## src/design/bus_pkg.sv

```systemverilog
// Wishbone address and data types, RAM geometry and arbiter grant states
`default_nettype none

package bus_pkg;

  localparam int unsigned BUS_ADDR_W = 32;
  localparam int unsigned BUS_DATA_W = 32;

  // Word-addressed RAM, anything at or above RAM_BYTES answers with err
  localparam int unsigned RAM_WORDS  = 256;
  localparam int unsigned RAM_IDX_W  = $clog2(RAM_WORDS);
  localparam int unsigned RAM_BYTES  = RAM_WORDS * (BUS_DATA_W / 8);

  typedef logic [BUS_ADDR_W-1:0] bus_addr_t;
  typedef logic [BUS_DATA_W-1:0] bus_data_t;
  typedef logic [RAM_IDX_W-1:0]  ram_idx_t;

  typedef enum logic [1:0] {GNT_NONE, GNT_LSU, GNT_HOST} grant_e;

endpackage

`default_nettype wire

```

## src/design/core_pkg.sv

```systemverilog
// Core-side types and sizes: register indices, data words, program counter,
// writeback instruction kinds and retire counters
`default_nettype none

package core_pkg;

  localparam int unsigned REG_ADDR_W = 5;
  localparam int unsigned DATA_W     = 32;
  localparam int unsigned PC_W       = 32;
  localparam int unsigned COUNT_W    = 16;

  // Both register files have one entry per register index
  localparam int unsigned NUM_REGS   = 2 ** REG_ADDR_W;

  typedef logic [REG_ADDR_W-1:0] reg_addr_t;
  typedef logic [DATA_W-1:0]     data_t;
  typedef logic [PC_W-1:0]       pc_t;
  typedef logic [COUNT_W-1:0]    count_t;

  // What the instruction in writeback still waits for
  typedef enum logic [1:0] {
    WB_OTHER = 2'd0,
    WB_LOAD  = 2'd1,
    WB_STORE = 2'd2
  } wb_kind_e;

endpackage

`default_nettype wire
```

## src/design/wb_bus_if.sv

```systemverilog
// Wishbone classic bus with master and slave views
`default_nettype none

interface wb_bus_if;

  logic               cyc;
  logic               stb;
  logic               we;
  bus_pkg::bus_addr_t adr;
  bus_pkg::bus_data_t dat_w;
  bus_pkg::bus_data_t dat_r;
  logic               ack;
  logic               err;

  modport master (
    output cyc, stb, we, adr, dat_w,
    input  dat_r, ack, err
  );

  modport slave (
    input  cyc, stb, we, adr, dat_w,
    output dat_r, ack, err
  );

endinterface

`default_nettype wire

```

## src/design/load_store_unit.sv

```systemverilog
// Load/store unit: one Wishbone cycle per issued load or store, with the
// response handed back to writeback in the ack or err cycle
`default_nettype none

module load_store_unit (
  input  logic                clk_i,
  input  logic                rst_ni,
  input  logic                start_i,
  input  core_pkg::wb_kind_e  kind_i,
  input  bus_pkg::bus_addr_t  addr_i,
  input  core_pkg::data_t     wdata_i,
  wb_bus_if.master            bus,
  output logic                resp_valid_o,
  output logic                resp_err_o,
  output core_pkg::data_t     rdata_o
);

  import core_pkg::*;
  import bus_pkg::*;

  typedef enum logic {LSU_IDLE, LSU_BUSY} lsu_state_e;

  lsu_state_e state_q;
  lsu_state_e state_d;
  logic       is_mem_op;
  logic       bus_done;
  logic       take_req;

  // Held request and the last word read back
  logic       we_q;
  bus_addr_t  adr_q;
  bus_data_t  dat_w_q;
  data_t      rdata_q;

  assign is_mem_op = (kind_i == WB_LOAD) | (kind_i == WB_STORE);
  assign bus_done  = (state_q == LSU_BUSY) & (bus.ack | bus.err);

  // A new request may enter in the same cycle the current one completes
  assign take_req  = start_i & is_mem_op & ((state_q == LSU_IDLE) | bus_done);

  always_comb begin
    state_d = state_q;
    if (take_req) begin
      state_d = LSU_BUSY;
    end else if (bus_done) begin
      state_d = LSU_IDLE;
    end
  end

  always_ff @(posedge clk_i or negedge rst_ni) begin
    if (!rst_ni) begin
      state_q <= LSU_IDLE;
    end else begin
      state_q <= state_d;
    end
  end

  always_ff @(posedge clk_i) begin
    if (take_req) begin
      we_q    <= (kind_i == WB_STORE);
      adr_q   <= addr_i;
      dat_w_q <= wdata_i;
    end
    if (bus_done & bus.ack) begin
      rdata_q <= bus.dat_r;
    end
  end

  // Request signals stay stable for the whole cycle
  assign bus.cyc   = (state_q == LSU_BUSY);
  assign bus.stb   = (state_q == LSU_BUSY);
  assign bus.we    = we_q;
  assign bus.adr   = adr_q;
  assign bus.dat_w = dat_w_q;

  assign resp_valid_o = bus_done;
  assign resp_err_o   = bus_done & bus.err;

  // Bus data in the ack cycle, then the captured word stays on the output
  assign rdata_o = (bus_done & bus.ack) ? bus.dat_r : rdata_q;

endmodule

`default_nettype wire

```

## src/flat_wrapper.sv

```systemverilog
// flat-port wrapper written by rule: the top's interface ports become plain ports
module load_store_unit_flat import core_pkg::*; import bus_pkg::*;
  (clk_i, rst_ni, start_i, kind_i, addr_i, wdata_i, resp_valid_o, resp_err_o, rdata_o, bus_cyc, bus_stb, bus_we, bus_adr, bus_dat_w, bus_dat_r, bus_ack, bus_err);
  wb_bus_if bus_i ();
  input  logic clk_i;
  input  logic rst_ni;
  input  logic start_i;
  input  core_pkg::wb_kind_e kind_i;
  input  bus_pkg::bus_addr_t addr_i;
  input  core_pkg::data_t wdata_i;
  output logic resp_valid_o;
  output logic resp_err_o;
  output core_pkg::data_t rdata_o;
  output wire logic [$bits(bus_i.cyc)-1:0] bus_cyc;
  output wire logic [$bits(bus_i.stb)-1:0] bus_stb;
  output wire logic [$bits(bus_i.we)-1:0] bus_we;
  output wire logic [$bits(bus_i.adr)-1:0] bus_adr;
  output wire logic [$bits(bus_i.dat_w)-1:0] bus_dat_w;
  input wire logic [$bits(bus_i.dat_r)-1:0] bus_dat_r;
  input wire logic [$bits(bus_i.ack)-1:0] bus_ack;
  input wire logic [$bits(bus_i.err)-1:0] bus_err;
  assign bus_cyc = bus_i.cyc;
  assign bus_stb = bus_i.stb;
  assign bus_we = bus_i.we;
  assign bus_adr = bus_i.adr;
  assign bus_dat_w = bus_i.dat_w;
  assign bus_i.dat_r = bus_dat_r;
  assign bus_i.ack = bus_ack;
  assign bus_i.err = bus_err;
  load_store_unit u_core (.clk_i(clk_i), .rst_ni(rst_ni), .start_i(start_i), .kind_i(kind_i), .addr_i(addr_i), .wdata_i(wdata_i), .bus(bus_i), .resp_valid_o(resp_valid_o), .resp_err_o(resp_err_o), .rdata_o(rdata_o));
endmodule
```

## config.mk

```make
export PLATFORM = sky130hd
export DESIGN_NAME = load_store_unit_flat
export DESIGN_NICKNAME = d
export VERILOG_FILES = /design/src/design/bus_pkg.sv /design/src/design/core_pkg.sv /design/src/design/wb_bus_if.sv /design/src/design/load_store_unit.sv /design/src/flat_wrapper.sv
export SDC_FILE = /design/constraint.sdc
export NUM_CORES = 1
export LEC_CHECK = 0
export BUFFER_PORTS_ARGS = -buffer_cell sky130_fd_sc_hd__buf_4
export CORE_MARGIN = 5
export CORE_UTILIZATION = 35
export DETAILED_ROUTE_END_ITERATION = 16
export PLACE_DENSITY = 0.76
export SLEW_MARGIN = 10
export SYNTH_ARGS = -nofsm -noshare
export SYNTH_HDL_FRONTEND = slang
export SYNTH_SLANG_ARGS = --single-unit
export TNS_END_PERCENT = 10
```

## constraint.sdc

```tcl
create_clock -name clk_i -period 11.14 [get_ports clk_i]
set_clock_uncertainty 0.2 [all_clocks]
set_input_delay 1.114 -clock clk_i [delete_from_list [all_inputs] [get_ports clk_i]]
set_output_delay 1.114 -clock clk_i [all_outputs]
set_load 0.02 [all_outputs]
```

# == Yosys cells after proc, flatten, opt, wreduce, memory -nomap -nowiden ==
# Cells that the tools add are included.
# classes
mux,3
n_eq_ne,2
n_bitwise,9
n_reduce_logical,1
# op_table
op,count
32-bit 2-to-1 mux,1
1-bit bitwise AND,5
1-bit bitwise OR,3
2-bit by 1-bit == test with 1-bit output (second input constant),1
2-bit == test (second input constant),1
1-bit 2-to-1 mux,2
2-bit nonzero test,1
1-bit inverter,1
# totals
elab_cells,20
in_bits,103
regBits,98

# == Logic depth before layout (Yosys ltp) ==
# Gate-level depths: netlist (run 1).
# depth
depth_word,5
mapped_depth,4
mapped_depth_nobuf,4

# == Least setup slack after synthesis (run 1) ==
# OpenSTA, ideal clock, no wires.
# synth_path
path_type,in2reg
from,input port kind_i[0]
to,"register u_core.adr_q[0] (netlist: u_core.bus.adr[0]), enable pin"
setup_time_ns,0.510
stages,4
path_buffers,0
path_slack_ns,5.711
arrival_time_ns,4.720
path_cell_list,inv_1 > ha_1 > nand2b_1 > a21oi_1
# synth_between
elab_chain_cells,4
word_cells_on_any_way,5
# synth_rtl
item,line,source
"start, declared",flat_wrapper.sv:8,input core_pkg::wb_kind_e kind_i;
2-bit by 1-bit == test with 1-bit output or 2-bit == test (tied branches),load_store_unit.sv:35,assign is_mem_op = (kind_i == WB_LOAD) | (kind_i == WB_STORE);
1-bit bitwise OR (*),load_store_unit.sv:35,
1-bit bitwise AND (*) (2 in series),load_store_unit.sv:39,assign take_req = start_i & is_mem_op & ((state_q == LSU_IDLE) | bus_done);
"end signal, assigned",load_store_unit.sv:61,adr_q <= addr_i;
"end, declared",load_store_unit.sv:31,bus_addr_t adr_q;
# Mark *: on every way between the ends. The rest lies on a longest branch, timed or not.
# A chain may end at the register's enable or synchronous reset.

# == Worst setup path after layout (run 1) ==
# layout_path
from,input port bus_ack
to,output port rdata_o[0]
# layout_between
elab_chain_cells,4
# layout_rtl
item,line,source
"start, declared",flat_wrapper.sv:20,input wire logic [$bits(bus_i.ack)-1:0] bus_ack;
1-bit bitwise OR,load_store_unit.sv:36,assign bus_done = (state_q == LSU_BUSY) & (bus.ack | bus.err);
1-bit bitwise AND,load_store_unit.sv:36,
1-bit bitwise AND (*),load_store_unit.sv:80,assign rdata_o = (bus_done & bus.ack) ? bus.dat_r : rdata_q;
32-bit 2-to-1 mux (*),load_store_unit.sv:80,
"end, declared",flat_wrapper.sv:13,output core_pkg::data_t rdata_o;
# Marks and branches as above.

==> run summary, run 1 <==
• **number of instances in the synthesized netlist** 143
• **category of the most critical setup path** input pin to primary output
• **total negative slack** 0 ns
• **data arrival time of the critical path** 2.56 ns
• **largest net degree at the start of global routing** 66
• **TritonCTS buffer count** 9
• **number of nets in the final layout** 458
• **critical register-to-register path endpoint** u_core.rdata_q[0]
• **average cell area after synthesis** 22.3 um2
• **class of the worst hold path** flip-flop to flip-flop
• **worst path required time** 9.83 ns
• **max-cap violation count** 0
• **Post-CTS Setup Bufs** 0
• **initial antenna violation count** 0
• **number of cells on the worst reg-to-reg path** 2
• **reg-to-reg slack, setup** 9.10 ns
• **Core Util, Final** 0.572
• **top-level I/O count** 204
• **Hold-fix buffers, CTS** 0
• **number of warnings printed during yosys synthesis** 0
• **clock tree from TritonCTS** yes
• **# resized after CTS** 0
• **Leakage Power** 2.30 nW
• **hold path depth** 1
• **net count of the mapped netlist** 247
• **final WL** 8020 um
• **iteration-0 DRC count of the detailed router** 52
• **top post-synthesis cells by area** edfxtp_1, dfxtp_1, mux2_4, buf_6, dfrtp_1
• **depth of the CTS H-tree** 3
• **Final Setup Violations** 0
• **Hold Slack** 0.280 ns
• **root buffer cell** clkbuf_8
• **highest achievable clock rate** 258 MHz
• **fin. max-slew vios** 0
• **power density relative to cell area** 182 nW/um2
• **first-pass iteration count of the detailed router** 4
• **overall die area** 11,100 um2
• **Initial Utilization** 0.362
• **hold violation total from the final report** 0
• **measured slew at the worst slew-check pin** 1.03 ns
• **destination of the worst hold path** u_core.rdata_q[21]
• **relative slew slack** 0.313
• **post-route cell area** 5040 um2
• **wire length of the first global-routing pass** 11,900 um
• **Die Y-Extent** 105 um
• **Longest Clk Path Bufs** 2
• **GRT Total Usage** 0.138
• **floorplan die width** 105 um
• **clock edge transition at the registers on the reported setup and hold paths** 0.09 ns
• **Routed Antenna Nets** 0
• **core area** 8810 um2
• **number of clock sinks** 98
• **flop and latch count out of synthesis** 98
• **final weighted congestion in routability-driven placement** 0.709
• **async set-or-reset flop fraction in the synthesized netlist** 0.0102
• **startpoint kind of the worst setup timing path** input pin
• **insertion delay of the later-clocked pin in the worst-skew pair** 0.36 ns
• **fraction of layout cells with a size suffix above 1** 0.710
• **area overhead of the layout relative to synthesis** 57.9%
• **vias in the first global route** 2,283
• **residual overflow from global routing** 0
• **cell types with the highest counts after synthesis** edfxtp_1, dfxtp_1, mux2_4, buf_6, mux2_2
• **Seq/Total Area, Yosys** 0.820
• **Hold Startpoint** u_core.rdata_q[21]
• **result of the run** finished, final reports clean
• **Power, Total** 0.916 mW
• **maximum fanout encountered on the critical timing path** 32
• **unrepaired setup endpoints after global routing** false
• **largest vdd supply drop** 0.101 mV
• **detailed placement HPWL** 6140 um
• **clock period minus final worst setup slack** 3.88 ns
• **PortBufs** 203
• **Critical Path Start** bus_ack
• **via count** 2,064
• **area fraction of the dominant cell type after synthesis** 0.612
• **flip-flop cell with the highest count after synthesis** edfxtp_1
• **final cycle utilization of the critical path** 0.348
• **# diodes** 0
• **standard-cell row count** 34
• **kind of capture point of the worst setup path** primary output
• **number of enable flip-flop cells after synthesis** 65
• **Remaining DRCs** 0
• **Placed Instances** 451
• **cell area after placement** 4830 um2
• **Yosys top cell by area** edfxtp_1
• **number of distinct library cells after synthesis** 16
• **final worst setup slack** 7.26 ns
• **average routed wire per standard cell** 17.2 um
• **post-synth design cell area** 3190 um2
• **number of non-filler instances in the completed layout** 467
• **Placement Setup Slack** 7.25 ns
• **most common cell in the synthesized netlist** edfxtp_1
• **RR Startpoint** u_core.bus.cyc
• **Avg Vias per Cell** 4.42
## final cells by class
cell class	count	area (um2)
Fill cell	703	3770
Sequential cell	98	2620
Timing Repair Buffer	204	1530
Multi-Input combinational cell	40	541
Tap cell	108	135
Clock buffer	9	124
Clock inverter	7	87.6
Inverter	1	3.75
## placed cells by master (no fill, tap or decap), types with 2 or more instances in the layout
master | Yosys | routed
edfxtp_1 | 65 | 65
mux2_4 | 30 | 30
mux2_2 | 2 | 2
buf_4 | 1 | 204
inv_6 | 0 | 4
clkbuf_8 | 0 | 9
inv_8 | 0 | 2
dfxtp_1 | 32 | 32
## cell families (layout without fill, tap and decap cells)
| family | after synthesis | after routing | synth area share |
|---|---|---|---|
| compound gates | 2 | 2 | 0.00470 |
| simple gates | 5 | 5 | 0.00902 |
| fa+ha+maj | 1 | 1 | 0.00392 |
| buf+inv | 5 | 221 | 0.0141 |
| mux | 32 | 32 | 0.148 |
| flops | 98 | 98 | 0.820 |
## state kept, by name, summed over array words and instances (netlist names)
name              count
u_core.bus.adr       32
u_core.bus.cyc        1
u_core.bus.dat_w     32
u_core.bus.we         1
u_core.rdata_q       32
## layer usage
layer | vias to the layer above | global-route usage | part of all wire
met5 | - | 0 | 0
met4 | 0 | 0.0537 | 0.015
met3 | 11 | 0.0721 | 0.13
met2 | 134 | 0.242 | 0.50
met1 | 967 | 0.139 | 0.36
li1 | 952 | - | -
## worst max-delay path: stages
cell,delay [ns]
buf_4,0.12
nand2_2,0.73
mux2_2,0.43
buf_4,0.16
## how the worst max path moves through the flow
stage	depth (start not counted)	slack [ns]	endpoint
global placement	4	7.27	rdata_o[0]
finish	4	7.26	rdata_o[0]
floorplan	4	5.71	u_core.bus.adr[0]
detailed placement	4	7.25	rdata_o[0]
CTS	4	7.24	rdata_o[0]
global route	4	7.18	rdata_o[0]
## where the power goes
part	total, mW	internal, mW	switching, mW
sequential	0.449	0.435	0.0133
clock	0.243	0.110	0.133
combinational	0.224	0.117	0.107
total	0.916	0.662	0.254
Note: power is estimated with default switching activity, not from simulation.
==> run 2, diff against run 1 <==
- clock period: 11.14 -> 4.1 ns (I/O delays scaled with it)
==> run summary, run 2 (synthesis gave the netlist of run 1 again) <==
• **result of the run** finished, final reports clean
• **Longest Clk Path Bufs** 2
• **delay contributed by the slowest stage of the critical path** 0.77 ns
• **power density relative to cell area** 479 nW/um2
• **Routed Antenna Nets** 0
• **via count** 2,122
• **fraction of layout cells with a size suffix above 1** 0.668
• **final cycle utilization of the critical path** 0.685
• **leading cell type in the layout, fill and taps excluded** buf_4
• **depth of the CTS H-tree** 3
• **hold violation total from the final report** 0
• **fin. max-slew vios** 0
• **number of clock sinks** 98
• **Final Setup Violations** 0
• **startpoint kind of the worst setup timing path** flip-flop
• **core area** 8810 um2
• **unrepaired setup endpoints after global routing** false
• **Placed Instances** 451
• **Initial Utilization** 0.362
• **TritonCTS buffer count** 9
• **total negative slack** 0 ns
• **top library cells by usage in the layout, fill and taps aside** buf_4, edfxtp_1, dfxtp_1
• **class of the worst hold path** input pin to flip-flop
• **max-cap violation count** 0
• **first-pass iteration count of the detailed router** 4
• **relative slew slack** 0.321
• **Leakage Power** 2.39 nW
• **data arrival time of the critical path** 2.20 ns
• **category of the most critical setup path** flip-flop to primary output
• **Post-CTS Setup Bufs** 0
• **cell with the largest stage delay on the worst path** nand2_2
• **average routed wire per standard cell** 16.4 um
• **overall die area** 11,100 um2
• **kind of capture point of the worst setup path** primary output
• **reg-to-reg slack, setup** 2.09 ns
• **wire length of the first global-routing pass** 11,900 um
• **number of nets in the final layout** 479
• **measured slew at the worst slew-check pin** 1.01 ns
• **iteration-0 DRC count of the detailed router** 48
• **number of non-filler instances in the completed layout** 488
• **worst path required time** 3.49 ns
• **vias in the first global route** 2,253
• **Core Util, Final** 0.598
• **insertion delay of the later-clocked pin in the worst-skew pair** 0.34 ns
• **area overhead of the layout relative to synthesis** 64.9%
• **largest vdd supply drop** 0.241 mV
• **detailed placement HPWL** 5880 um
• **initial antenna violation count** 0
• **root buffer cell** clkbuf_8
• **Power, Total** 2.52 mW
• **clock edge transition at the registers on the reported setup and hold paths** 0.10 ns
• **# diodes** 0
• **PortBufs** 203
• **clock tree from TritonCTS** yes
• **final WL** 8000 um
• **standard-cell row count** 34
• **Avg Vias per Cell** 4.35
• **fill count** 671
• **clock period minus final worst setup slack** 2.81 ns
• **Die Y-Extent** 105 um
• **GRT Total Usage** 0.137
• **residual overflow from global routing** 0
• **Remaining DRCs** 0
• **final weighted congestion in routability-driven placement** 0.706
• **sequence of cells on the critical path** nand2_2 -> mux2_2 -> buf_4
• **floorplan die width** 105 um
• **largest net degree at the start of global routing** 66
• **highest achievable clock rate** 356 MHz
• **top-level I/O count** 204
• **maximum fanout encountered on the critical timing path** 32
-- run 2: cell types whose count changed in the layout (fill, tap and decap cells not counted), sizes merged --
cell         before  now
bufinv            1    2
clkbuf            9   10
clkinv            0    2
dlygate4sd3       0   21
inv               7    3
-- run 2: stage by stage --
stage / cell area (um2) / worst slack [ns] / hold slack [ns]
after floorplan: 3200 / 0.840 / -0.0856
after global placement: 4830 / 1.63 / -0.0134
after detailed placement: 4830 / 1.61 / -0.0101
after CTS: 5130 / 1.23 / 0.000528
after global routing: 5260 / 1.14 / 0.000344
final: 5260 / 1.29 / 0.0301
-- run 2: critical path: cells and delay by family (launching register included) --
kind	cells	cell delay [ns]
buffers and inverters	1	0.16
flip-flops	1	0.48
multiplexers	1	0.43
AND/OR/NAND/NOR	1	0.77
-- run 2: repair_timing --
action                                 CTS  global route
gates resized for setup                  0             0
hold buffers                             8            13
endpoints found under the hold margin    8            13
-- run 2: final cells by class --
class / count / area (um2) / area share
clock buffers: 10 / 128 / 0.0242
clock inverters: 6 / 97.6 / 0.0185
well taps: 108 / 135 / 0.0257
repair buffers: 225 / 1740 / 0.331
multi-input cells: 40 / 541 / 0.103
inverters: 1 / 3.75 / 0.000713
flip-flops and latches: 98 / 2620 / 0.497
-- run 2: final timing paths --
| kind | start | end | depth (start not counted) |
|---|---|---|---|
| max in group asynchronous | rst_ni | u_core.bus.cyc | 2 |
| min | wdata_i[13] | u_core.bus.dat_w[13] | 1 |
| max | u_core.bus.cyc | rdata_o[31] | 3 |
| min reg2reg | u_core.rdata_q[11] | u_core.rdata_q[11] | 1 |
| max reg2reg | u_core.bus.cyc | u_core.rdata_q[31] | 2 |
| min in group asynchronous | rst_ni | u_core.bus.cyc | 2 |
-- run 2: power breakdown --
group	leakage [nW]	switching (mW)	internal, mW
Clock	0.113	0.333	0.353
Sequential	0.891	0.0333	1.18
Combinational	1.39	0.293	0.330
-- run 2: metal layers --
metal,global-route usage,wire length (um),vias to the layer above
li1,-,-,994
met5,0,0,-
met2,0.230,3860,138
met4,0.0574,141,0
met3,0.0623,1010,13
met1,0.150,2990,977
==> run 3, diff against run 2 <==
- clock period: 4.1 -> 2.7 ns (I/O delays scaled with it)
==> run summary, run 3 (synthesis gave the netlist of run 1 again) <==
• **final WL** 9850 um
• **clock tree from TritonCTS** yes
• **depth of the CTS H-tree** 3
• **number of clock sinks** 98
• **number of nets in the final layout** 559
• **Longest Clk Path Bufs** 2
• **GRT Total Usage** 0.173
• **worst path required time** 2.23 ns
• **residual overflow from global routing** 0
• **insertion delay of the later-clocked pin in the worst-skew pair** 0.35 ns
• **PortBufs** 203
• **startpoint kind of the worst setup timing path** flip-flop
• **vias in the first global route** 2,724
• **Hold Slack** 0.0571 ns
• **via count** 2,475
• **category of the most critical setup path** flip-flop to primary output
• **top library cells by usage in the layout, fill and taps aside** buf_4, dlygate4sd3_1, edfxtp_1
• **first-pass iteration count of the detailed router** 4
• **top-level I/O count** 204
• **Leakage Power** 2.72 nW
• **Avg Vias per Cell** 4.36
• **data arrival time of the critical path** 2.03 ns
• **floorplan die width** 105 um
• **clock edge transition at the registers on the reported setup and hold paths** 0.10 ns
• **number of cells on the worst reg-to-reg path** 3
• **hold violation total from the final report** 0
• **reg-to-reg slack, setup** 0.88 ns
• **maximum fanout encountered on the critical timing path** 20
• **Final Setup Violations** 0
• **core area** 8810 um2
• **largest vdd supply drop** 0.376 mV
• **Initial Utilization** 0.362
• **Die Y-Extent** 105 um
• **fraction of layout cells with a size suffix above 1** 0.559
• **Core Util, Final** 0.686
• **Power, Total** 3.80 mW
• **final cycle utilization of the critical path** 0.925
• **standard-cell row count** 34
• **crit path to** rdata_o[17]
• **initial antenna violation count** 0
• **final weighted congestion in routability-driven placement** 0.709
• **fill count** 569
• **sequence of cells on the critical path** nand2_2 -> buf_12 -> mux2_4 -> buf_4
• **unrepaired setup endpoints after global routing** false
• **iteration-0 DRC count of the detailed router** 73
• **Routed Antenna Nets** 0
• **total negative slack** 0 ns
• **fin. max-slew vios** 0
• **root buffer cell** clkbuf_8
• **cell with the largest stage delay on the worst path** dfrtp_1
• **class of the worst hold path** input pin to flip-flop
• **Remaining DRCs** 0
• **leading cell type in the layout, fill and taps excluded** buf_4
• **delay contributed by the slowest stage of the critical path** 0.54 ns
• **average routed wire per standard cell** 17.3 um
• **detailed placement HPWL** 6160 um
• **# diodes** 0
• **max-cap violation count** 0
• **Critical Path Start** u_core.bus.cyc
• **area overhead of the layout relative to synthesis** 89.3%
• **critical register-to-register path endpoint** u_core.rdata_q[12]
• **power density relative to cell area** 630 nW/um2
• **overall die area** 11,100 um2
• **measured slew at the worst slew-check pin** 0.447 ns
• **kind of capture point of the worst setup path** primary output
• **result of the run** finished, final reports clean
• **wire length of the first global-routing pass** 15,000 um
• **clock period minus final worst setup slack** 2.50 ns
• **RR Startpoint** u_core.bus.cyc
• **TritonCTS buffer count** 9
• **relative slew slack** 0.701
• **largest net degree at the start of global routing** 35
• **highest achievable clock rate** 401 MHz
[run 3: stage by stage]
step           cell area (um2)  cells  setup slack [ns]
3_3_place_gp              4880    454             0.625
6_report                  6040    568             0.204
4_1_cts                   6040    568             0.168
5_1_grt                   6040    568            0.0989
2_1_floorplan             3200    143             0.257
3_5_place_dp              4880    454             0.595
[run 3: power by group]
| part | leakage, nW | total, mW | switching (mW) | internal [mW] |
|---|---|---|---|---|
| logic | 1.74 | 1.06 | 0.480 | 0.581 |
| registers | 0.891 | 1.86 | 0.0610 | 1.80 |
| clock network | 0.0917 | 0.888 | 0.534 | 0.353 |
| total | 2.72 | 3.80 | 1.08 | 2.73 |
[run 3: area by class of cell]
type	count	area, um2	area share
Timing Repair Buffer	305	2560	0.424
Tap cell	108	135	0.0224
Sequential cell	98	2620	0.433
Clock buffer	9	124	0.0205
Multi-Input combinational cell	40	541	0.0895
Inverter	1	3.75	0.000621
Clock inverter	7	60.1	0.00994
[run 3: how the worst min path moves through the flow]
| stage | startpoint | to | slack [ns] | cells after the start |
|---|---|---|---|---|
| after floorplan | rst_ni | u_core.bus.cyc | -0.23 | 0 |
| after global placement | rst_ni | u_core.bus.cyc | -0.15 | 1 |
| after detailed placement | rst_ni | u_core.bus.cyc | -0.15 | 1 |
| after CTS | kind_i[1] | u_core.bus.we | 0.03 | 2 |
| after global routing | kind_i[1] | u_core.bus.we | 0.04 | 2 |
| final | kind_i[1] | u_core.bus.we | 0.06 | 2 |
[run 3: timing repair]
item	CTS	global route
hold buffers	98	0
resized for setup	0	0
hold endpoints to repair	97	0
setup buffers	0	0
[run 3: worst max-delay path, delay by kind of cell (launching register included)]
kind                   cells  cell delay [ns]
buffers and inverters      2             0.45
DFF                        1             0.54
muxes                      1             0.32
and+or+nand+nor            1             0.35
[run 3: per-layer routing]
metal,vias to the layer above,track usage,wire [um]
li1,1157,-,-
met1,1163,0.196,3740
met2,144,0.311,5060
met3,11,0.0575,938
met4,0,0.0509,108
met5,-,0,0
